File: src/common/mem_dma_pkg.sv
// ##########################################################################
// Shared definitions for the DMA burst engine and its memory channel.
// Modules refer to these by scoped names; the top level takes its default
// word and address widths from here and passes them down as parameters.
// ##########################################################################

`default_nettype none

package mem_dma_pkg;

  // default sizes, 256 words of 32 bits
  parameter int DEFAULT_DATA_W = 32;
  parameter int DEFAULT_ADDR_W = 8;

  // burst length field, a burst carries 1 to 255 words
  parameter int LEN_W = 8;

  typedef logic [LEN_W-1:0] len_t;

  typedef enum logic {
    DMA_READ  = 1'b0,
    DMA_WRITE = 1'b1
  } dma_dir_e;

  typedef enum logic [1:0] {
    ST_IDLE  = 2'd0,
    ST_READ  = 2'd1,   // one read issued per cycle
    ST_DRAIN = 2'd2,   // waiting for the last read word
    ST_WRITE = 2'd3
  } dma_state_e;

endpackage

`default_nettype wire

File: src/common/mem_port_if.sv
// ##########################################################################
// Memory channel between the burst engine and the 1R1W memory.
// Control, write data and read data travel as separate strobed channels.
// The engine connects through modport ctrl, the memory through modport mem.
// ##########################################################################

`timescale 1ns/1ps
`default_nettype none

interface mem_port_if #(
  parameter int ADDR_W = mem_dma_pkg::DEFAULT_ADDR_W,
  parameter int DATA_W = mem_dma_pkg::DEFAULT_DATA_W
);

  logic              read_v;
  logic [ADDR_W-1:0] read_addr;

  logic              write_v;     // write command, needs wdata_v to take effect
  logic [ADDR_W-1:0] write_addr;

  logic              wdata_v;
  logic [DATA_W-1:0] wdata;

  logic              rdata_v;     // one cycle after read_v
  logic [DATA_W-1:0] rdata;

  modport ctrl (
    output read_v, read_addr, write_v, write_addr, wdata_v, wdata,
    input  rdata_v, rdata
  );

  modport mem (
    input  read_v, read_addr, write_v, write_addr, wdata_v, wdata,
    output rdata_v, rdata
  );

endinterface

`default_nettype wire

File: src/dma_engine/dma_burst_ctrl.sv
// ##########################################################################
// Burst engine in front of the memory channel. It takes one command at a
// time while idle: a direction, a base word address and a word count.
// Read bursts issue one read per cycle and stream the data out; write
// bursts store each strobed input word at the next address. Addresses wrap
// at the memory size and done_o pulses once the burst is complete.
// ##########################################################################

`timescale 1ns/1ps
`default_nettype none

module dma_burst_ctrl #(
  parameter int ADDR_W = mem_dma_pkg::DEFAULT_ADDR_W,
  parameter int DATA_W = mem_dma_pkg::DEFAULT_DATA_W
) (
  input  wire logic                  clk_i,
  input  wire logic                  rst_n_i,

  input  wire logic                  cmd_v_i,
  input  wire mem_dma_pkg::dma_dir_e cmd_dir_i,
  input  wire logic [ADDR_W-1:0]     cmd_addr_i,
  input  wire mem_dma_pkg::len_t     cmd_len_i,

  input  wire logic                  wr_data_v_i,
  input  wire logic [DATA_W-1:0]     wr_data_i,

  output logic                       rd_data_v_o,
  output logic [DATA_W-1:0]          rd_data_o,

  output logic                       busy_o,
  output logic                       done_o,

  mem_port_if.ctrl                   mem_o
);

  mem_dma_pkg::dma_state_e state_q;
  mem_dma_pkg::dma_state_e state_d;
  logic [ADDR_W-1:0]       addr_q;
  logic [ADDR_W-1:0]       addr_d;
  mem_dma_pkg::len_t       cnt_q;     // words still to issue or accept
  mem_dma_pkg::len_t       cnt_d;
  logic                    done_q;
  logic                    done_d;

  logic                    cmd_take;
  logic                    wr_fire;
  logic                    last_word;

  // zero-length commands are dropped here
  assign cmd_take  = (state_q == mem_dma_pkg::ST_IDLE) && cmd_v_i && (cmd_len_i != '0);
  assign wr_fire   = (state_q == mem_dma_pkg::ST_WRITE) && wr_data_v_i;
  assign last_word = (cnt_q == mem_dma_pkg::len_t'(1));

  always_comb begin
    state_d = state_q;
    addr_d  = addr_q;
    cnt_d   = cnt_q;
    done_d  = 1'b0;

    case (state_q)
      mem_dma_pkg::ST_IDLE: begin
        if (cmd_take) begin
          addr_d = cmd_addr_i;
          cnt_d  = cmd_len_i;
          if (cmd_dir_i == mem_dma_pkg::DMA_WRITE) begin
            state_d = mem_dma_pkg::ST_WRITE;
          end else begin
            state_d = mem_dma_pkg::ST_READ;
          end
        end
      end

      mem_dma_pkg::ST_READ: begin
        addr_d = addr_q + ADDR_W'(1);   // wraps at the memory size
        cnt_d  = cnt_q - mem_dma_pkg::len_t'(1);
        if (last_word) begin
          state_d = mem_dma_pkg::ST_DRAIN;
        end
      end

      mem_dma_pkg::ST_DRAIN: begin
        if (mem_o.rdata_v) begin      // last word is on the stream now
          state_d = mem_dma_pkg::ST_IDLE;
          done_d  = 1'b1;
        end
      end

      mem_dma_pkg::ST_WRITE: begin
        if (wr_fire) begin
          addr_d = addr_q + ADDR_W'(1);
          cnt_d  = cnt_q - mem_dma_pkg::len_t'(1);
          if (last_word) begin
            state_d = mem_dma_pkg::ST_IDLE;
            done_d  = 1'b1;
          end
        end
      end

      default: begin
        state_d = mem_dma_pkg::ST_IDLE;
      end
    endcase
  end

  always_ff @(posedge clk_i or negedge rst_n_i) begin
    if (!rst_n_i) begin
      state_q <= mem_dma_pkg::ST_IDLE;
      addr_q  <= '0;
      cnt_q   <= '0;
      done_q  <= 1'b0;
    end else begin
      state_q <= state_d;
      addr_q  <= addr_d;
      cnt_q   <= cnt_d;
      done_q  <= done_d;
    end
  end

  // write command stays up for the whole burst, the data strobe marks each word
  assign mem_o.read_v     = (state_q == mem_dma_pkg::ST_READ);
  assign mem_o.read_addr  = addr_q;
  assign mem_o.write_v    = (state_q == mem_dma_pkg::ST_WRITE);
  assign mem_o.write_addr = addr_q;
  assign mem_o.wdata_v    = wr_fire;
  assign mem_o.wdata      = wr_data_i;

  assign rd_data_v_o = mem_o.rdata_v;
  assign rd_data_o   = mem_o.rdata;

  assign busy_o = (state_q != mem_dma_pkg::ST_IDLE);
  assign done_o = done_q;

endmodule

`default_nettype wire

File: src/flat_wrapper.sv
// flat-port wrapper written by rule: the top's interface ports become plain ports
module dma_burst_ctrl_flat 
#(
  parameter int ADDR_W = mem_dma_pkg::DEFAULT_ADDR_W,
  parameter int DATA_W = mem_dma_pkg::DEFAULT_DATA_W
)
  (clk_i, rst_n_i, cmd_v_i, cmd_dir_i, cmd_addr_i, cmd_len_i, wr_data_v_i, wr_data_i, rd_data_v_o, rd_data_o, busy_o, done_o, mem_o_read_v, mem_o_read_addr, mem_o_write_v, mem_o_write_addr, mem_o_wdata_v, mem_o_wdata, mem_o_rdata_v, mem_o_rdata);
  mem_port_if #(.ADDR_W(ADDR_W), .DATA_W(DATA_W)) mem_o_i ();
  input  wire logic clk_i;
  input  wire logic rst_n_i;
  input  wire logic cmd_v_i;
  input  wire mem_dma_pkg::dma_dir_e cmd_dir_i;
  input  wire logic [ADDR_W-1:0] cmd_addr_i;
  input  wire mem_dma_pkg::len_t cmd_len_i;
  input  wire logic wr_data_v_i;
  input  wire logic [DATA_W-1:0] wr_data_i;
  output logic rd_data_v_o;
  output logic [DATA_W-1:0] rd_data_o;
  output logic busy_o;
  output logic done_o;
  output wire logic [$bits(mem_o_i.read_v)-1:0] mem_o_read_v;
  output wire logic [$bits(mem_o_i.read_addr)-1:0] mem_o_read_addr;
  output wire logic [$bits(mem_o_i.write_v)-1:0] mem_o_write_v;
  output wire logic [$bits(mem_o_i.write_addr)-1:0] mem_o_write_addr;
  output wire logic [$bits(mem_o_i.wdata_v)-1:0] mem_o_wdata_v;
  output wire logic [$bits(mem_o_i.wdata)-1:0] mem_o_wdata;
  input wire logic [$bits(mem_o_i.rdata_v)-1:0] mem_o_rdata_v;
  input wire logic [$bits(mem_o_i.rdata)-1:0] mem_o_rdata;
  assign mem_o_read_v = mem_o_i.read_v;
  assign mem_o_read_addr = mem_o_i.read_addr;
  assign mem_o_write_v = mem_o_i.write_v;
  assign mem_o_write_addr = mem_o_i.write_addr;
  assign mem_o_wdata_v = mem_o_i.wdata_v;
  assign mem_o_wdata = mem_o_i.wdata;
  assign mem_o_i.rdata_v = mem_o_rdata_v;
  assign mem_o_i.rdata = mem_o_rdata;
  dma_burst_ctrl #(.ADDR_W(ADDR_W), .DATA_W(DATA_W)) u_core (.clk_i(clk_i), .rst_n_i(rst_n_i), .cmd_v_i(cmd_v_i), .cmd_dir_i(cmd_dir_i), .cmd_addr_i(cmd_addr_i), .cmd_len_i(cmd_len_i), .wr_data_v_i(wr_data_v_i), .wr_data_i(wr_data_i), .rd_data_v_o(rd_data_v_o), .rd_data_o(rd_data_o), .busy_o(busy_o), .done_o(done_o), .mem_o(mem_o_i));
endmodule
File: config.mk
export PLATFORM = sky130hd
export DESIGN_NAME = dma_burst_ctrl_flat
export DESIGN_NICKNAME = d
export VERILOG_FILES = /design/src/common/mem_dma_pkg.sv /design/src/common/mem_port_if.sv /design/src/dma_engine/dma_burst_ctrl.sv /design/src/flat_wrapper.sv
export SDC_FILE = /design/constraint.sdc
export NUM_CORES = 1
export LEC_CHECK = 0
export BUFFER_PORTS_ARGS = -buffer_cell sky130_fd_sc_hd__buf_2
export CAP_MARGIN = 10
export CORE_ASPECT_RATIO = 1.1
export CORE_MARGIN = 5
export CORE_UTILIZATION = 40
export DETAILED_ROUTE_END_ITERATION = 12
export GPL_TIMING_DRIVEN = 0
export PLACE_DENSITY = 0.86
export SLEW_MARGIN = 20
export SYNTH_ARGS = -nofsm -noshare
export SYNTH_HDL_FRONTEND = slang
export SYNTH_SLANG_ARGS = --single-unit
File: constraint.sdc
create_clock -name clk_i -period 2.1 [get_ports clk_i]
set_input_delay 0.105 -clock clk_i [delete_from_list [all_inputs] [get_ports clk_i]]
set_output_delay 0.105 -clock clk_i [all_outputs]
set_load 0.03 [all_outputs]
== Word-level counts from Yosys, hierarchy flattened ==
Index checks and enable logic that the tools add are counted.
Word-level totals
  flip-flop bits (word level): 19
  output and inout bits: 86
Operators by class
  add/subtract/negate cells: 2
  equal/unequal tests: 9
  muxes and demuxes: 17
  reductions and logical operators: 9
Operator list (number)
  one-hot mux 8 bit (3 select lines): 2
  2-to-1 mux 8 bit: 4
  2-to-1 mux 2 bit: 6
  adder 8 x 1 -> 8 bit, second input constant: 1
  equality test 8 x 1 -> 1 bit, second input constant: 1
  != test 2 x 1 -> 1 bit, second input constant: 4
  one-hot mux 2 bit (4 select lines): 1
  nonzero test 8 bit: 1
  subtractor 8 x 1 -> 8 bit, second input constant: 1
  AND reduction 5 bit: 1
  equality test 2 bit, second input constant: 2
  logical AND 1 bit: 3
  2-to-1 mux 1 bit: 3
  AND reduction 3 bit: 1
  nonzero test 3 bit: 1
  equality test 2 x 1 -> 1 bit, second input constant: 1
  logical NOT 2 bit: 1
  != test 2 bit, second input constant: 1
  one-hot mux 1 bit (2 select lines): 1
  nonzero test 2 bit: 1

== Depth between registers and ports, before layout ==
  word-level depth: 5
  mapped depth: 6
  depth with buffers taken out: 6

== Least setup slack after synthesis ==
No wires, ideal clock.
  kind: reg2reg
  start point: register u_core.addr_q[0] (netlist: u_core.mem_o.read_addr[0])
  end point: register u_core.addr_q[1] (netlist: u_core.mem_o.read_addr[1])
  setup time: 0.125 ns
  arrival: 1.383 ns
  slack: 0.592 ns
  cell stages (with the launch flop): 4
  buffers on the path: 0
  cell sequence: dfrtp_1 ha_1 mux2_2 mux2_4
Between the ends
  word-level cells in the longest chain between the ends: 3
Ends and longest elaborated chain
  from (decl): line dma_burst_ctrl.sv:38  | logic [ADDR_W-1:0] addr_q;
  from (signal assigned): line dma_burst_ctrl.sv:113  | addr_q <= addr_d;
  adder 8 x 1 -> 8 bit *: line dma_burst_ctrl.sv:74, dma_burst_ctrl.sv:90
  2-to-1 mux 8 bit: line dma_burst_ctrl.sv:89  | if (wr_fire) begin
  one-hot mux 8 bit (3 select lines) *: line dma_burst_ctrl.sv:60  | case (state_q)
Mark *: on every way between the ends. The rest lies on a longest branch, timed or not. The select of a mux whose other input is x is not followed.
A chain may end at the register's enable or synchronous reset.

== Worst setup path in the final report ==
  start point: register u_core.state_q[0]
  end point: output mem_o_read_v
Between the ends
  word-level cells in the longest chain between the ends: 1
Ends and longest elaborated chain
  from (decl): line dma_burst_ctrl.sv:36  | mem_dma_pkg::dma_state_e state_q;
  from (signal assigned): line dma_burst_ctrl.sv:107  | state_q <= mem_dma_pkg::ST_IDLE;
  from (signal assigned): line dma_burst_ctrl.sv:112  | state_q <= state_d;
  equality test 2 x 1 -> 1 bit: line dma_burst_ctrl.sv:120  | assign mem_o.read_v = (state_q == mem_dma_pkg::ST_READ);
  to (decl): line flat_wrapper.sv:21  | output wire logic [$bits(mem_o_i.read_v)-1:0] mem_o_read_v;
Every way passes these cells.

==> impl_metrics.env <==
export IMPL_final_core_utilization=0.567
export IMPL_clock_sinks=19
export IMPL_grt_pass1_wl_um=7800
export IMPL_ir_drop_mv=0.383
export IMPL_fin_crit_sh=0.887
export IMPL_dieArea_um2=5960
export IMPL_insertion_delay_ns=0.27
export IMPL_timing_hold_ws_ns=0.0875
export IMPL_fp_row_count=25
export IMPL_path_delay_family="buffers and inverters"
export IMPL_cts_root_buf="clkbuf_8"
export IMPL_tns_ns=0
export IMPL_placed_cells=368
export IMPL_start_kind="flop"
export IMPL_async_flop_share=1.00
export IMPL_core_um2=4350
export IMPL_grt_antenna_before_repair=0
export IMPL_slew_viol_final=0
export IMPL_yosysMostFrequentCell="buf_4"
export IMPL_first_pass_iters=4
export IMPL_crit_type="flop to primary output"
export IMPL_netlist_area_um2=1810
export IMPL_setup_viol=0
export IMPL_grt_max_degree=20
export IMPL_power_mw=2.94
export IMPL_fp_dieH_um=80.5
export IMPL_crit_buf_inv=4
export IMPL_antenna_cells=0
export IMPL_maxCapViolations=0
export IMPL_place_congestion=0.874
export IMPL_grt_usage=0.166
export IMPL_die_width_um=74.1
export IMPL_syn_nets=296
export IMPL_ioPinCount=172
export IMPL_synth_edf_count=0
export IMPL_hold_class="primary input to flop"
export IMPL_viasPerCell=5.04
export IMPL_clockBufferDepth=2
export IMPL_yosysWarningCount=0
export IMPL_synth_seq_cells=19
export IMPL_status="completed"
export IMPL_clock_fmax_mhz=537
export IMPL_wl_um=5350
export IMPL_numPortBuffers=107
export IMPL_postSynthCellCount=207
export IMPL_end_kind="primary output"
export IMPL_synth_top_area_share=0.304
export IMPL_vias=1880
export IMPL_synth_distinct_cells=47
export IMPL_clkSlewWorstSetupHoldPaths_ns=0.08
export IMPL_cts_buffers=3
export IMPL_crit_fanout=10
export IMPL_cts_setup_buffers=0
export IMPL_critPathSlowestCell="dfrtp_1"
export IMPL_grt_pass1_vias=1753
export IMPL_critPathRequiredTime_ns=2.00
export IMPL_yosysSeqAreaShare=0.263
export IMPL_hold_violations=0
export IMPL_worstMarginPinSlew_ns=0.510
export IMPL_cp_cell_sequence="buf_2, clkinv_1, clkbuf_1, nor2_1, buf_2"
export IMPL_drive_gt1_frac=0.611
export IMPL_ys_flop_type="dfrtp_1"
export IMPL_fill_cells=421
export IMPL_gr_total_overflow=0
export IMPL_crit_top_cell="buf_2"
export IMPL_synth_top_area_cell="buf_4"
export IMPL_arrival_ns=1.76
export IMPL_max_stage_delay_ns=0.32
export IMPL_nets=409
export IMPL_cts_tree="built"
export IMPL_ys_top_cells_by_count="buf_4 (73), dfrtp_1 (19), a21oi_1 (9)"
export IMPL_p_per_area_nw_per_um2=1190
export IMPL_area_growth_pct=36.5
export IMPL_dp_hpwl_um=4470
export IMPL_period_needed_ns=1.86
export IMPL_drt_wirelength_per_cell_um=14.3
export IMPL_synth_area_leaders="buf_4 (30%), dfrtp_1 (26%), a21oi_1 (2.5%)"
export IMPL_finalClockSkew_ns=0.00485
export IMPL_ant_nets=0
export IMPL_drt_iter0_drc=105
export IMPL_synth_area_per_cell_um2=8.72
export IMPL_p_leak_nw=1.32
export IMPL_relSlewSlack=0.657
export IMPL_drc=0
export IMPL_rsz0062_at_grt="no"
export IMPL_fin_cells=373
export IMPL_initial_core_util=0.415
export IMPL_ctsHtreeMaxLevel=1
path summary, 6_finish.rpt:
check	cells past startpoint	endpoint	start	slack, ns
max	5	mem_o_read_v	u_core.state_q[0]	0.24
min	3	u_core.mem_o.read_addr[0]	cmd_addr_i[0]	0.09
max reg2reg	5	u_core.cnt_q[7]	u_core.cnt_q[3]	0.38
min reg2reg	2	u_core.cnt_q[5]	u_core.cnt_q[5]	0.59
max in group asynchronous	2	u_core.mem_o.read_addr[3]	rst_n_i	1.47
min in group asynchronous	2	u_core.cnt_q[0]	rst_n_i	0.31
state kept, by name (all words and copies together), names as in the netlist:
name and cells:
u_core.done_o 1, u_core.cnt_q 8, u_core.mem_o.read_addr 8, u_core.state_q 2
metrics by stage:
stage	cell area (µm²)	worst slack, ns
after global placement	2410	0.476
after global routing	2460	0.102
final	2460	0.238
after CTS	2460	0.225
after floorplan	1810	0.592
after detailed placement	2410	0.393
metal layers:
layer  vias to the layer above  wire (µm)  GRT usage
met1                       853       1860      0.200
met3                         5        772     0.0363
met4                         0         60     0.0507
li1                        893          -          -
met2                       129       2650      0.288
met5                         -          0          0
final cells by class:
type                            instances  area, µm²  share of cell area
Multi-Input combinational cell        102        732               0.297
Timing Repair Buffer                  108        546               0.221
Clock inverter                          1       5.00             0.00203
Tap cell                               54       67.6              0.0274
Buffer                                 79        572               0.232
Clock buffer                            3       41.3              0.0168
Inverter                                7       26.3              0.0107
Sequential cell                        19        475               0.193
power by group:
part | total [mW] | internal, mW | switching [mW]
sequential | 0.745 | 0.543 | 0.202
combinational | 1.92 | 0.766 | 1.16
clock | 0.271 | 0.133 | 0.138
total | 2.94 | 1.44 | 1.50
cell usage in the layout, fill, tap and decap left out, types with 2 or more instances in the layout:
cell type | Yosys | layout
and3_1 | 7 | 7
clkbuf_1 | 5 | 5
a22oi_1 | 2 | 2
buf_2 | 1 | 108
a211oi_1 | 3 | 3
nor2_1 | 6 | 6
nand3_1 | 3 | 3
a41oi_1 | 3 | 3
o21ai_0 | 7 | 7
o221a_1 | 3 | 3
nor3b_1 | 3 | 3
mux2i_1 | 4 | 4
nand4_1 | 4 | 4
and2_1 | 2 | 2
a21o_1 | 2 | 2
o2bb2ai_1 | 2 | 2
nor3_1 | 2 | 2
nor2b_1 | 3 | 3
dfrtp_1 | 19 | 19
nand2b_1 | 2 | 2
a31oi_1 | 2 | 2
nand2_1 | 5 | 5
inv_1 | 6 | 6
o22ai_1 | 4 | 4
ha_1 | 3 | 3
o21a_1 | 2 | 2
buf_4 | 73 | 73
clkbuf_8 | 0 | 3
a21oi_1 | 9 | 9
or4_4 | 2 | 2
worst reg2reg max path: cells and delay by family (launching register included):
kind | cells | cell delay, ns
buffers and inverters | 1 | 0.20
AO/OA/AOI/OAI | 3 | 0.55
flip-flops | 1 | 0.37
AND/OR/NAND/NOR | 1 | 0.55
cell families after synthesis:
family | after synthesis | share of synthesized area
multiplexers | 6 | 0.0367
buffers and inverters | 86 | 0.331
AND/OR/NAND/NOR | 43 | 0.143
flip-flops | 19 | 0.263
adder cells (fa/ha/maj) | 3 | 0.0208
AO/OA/AOI/OAI | 50 | 0.205
timing repair:
| item | in CTS | in global routing |
|---|---|---|
| hold buffers | 1 | 0 |
| gates resized for setup | 0 | 0 |
| hold endpoints to repair | 19 | 0 |
No activity file was read; power rests on OpenSTA's default activity.
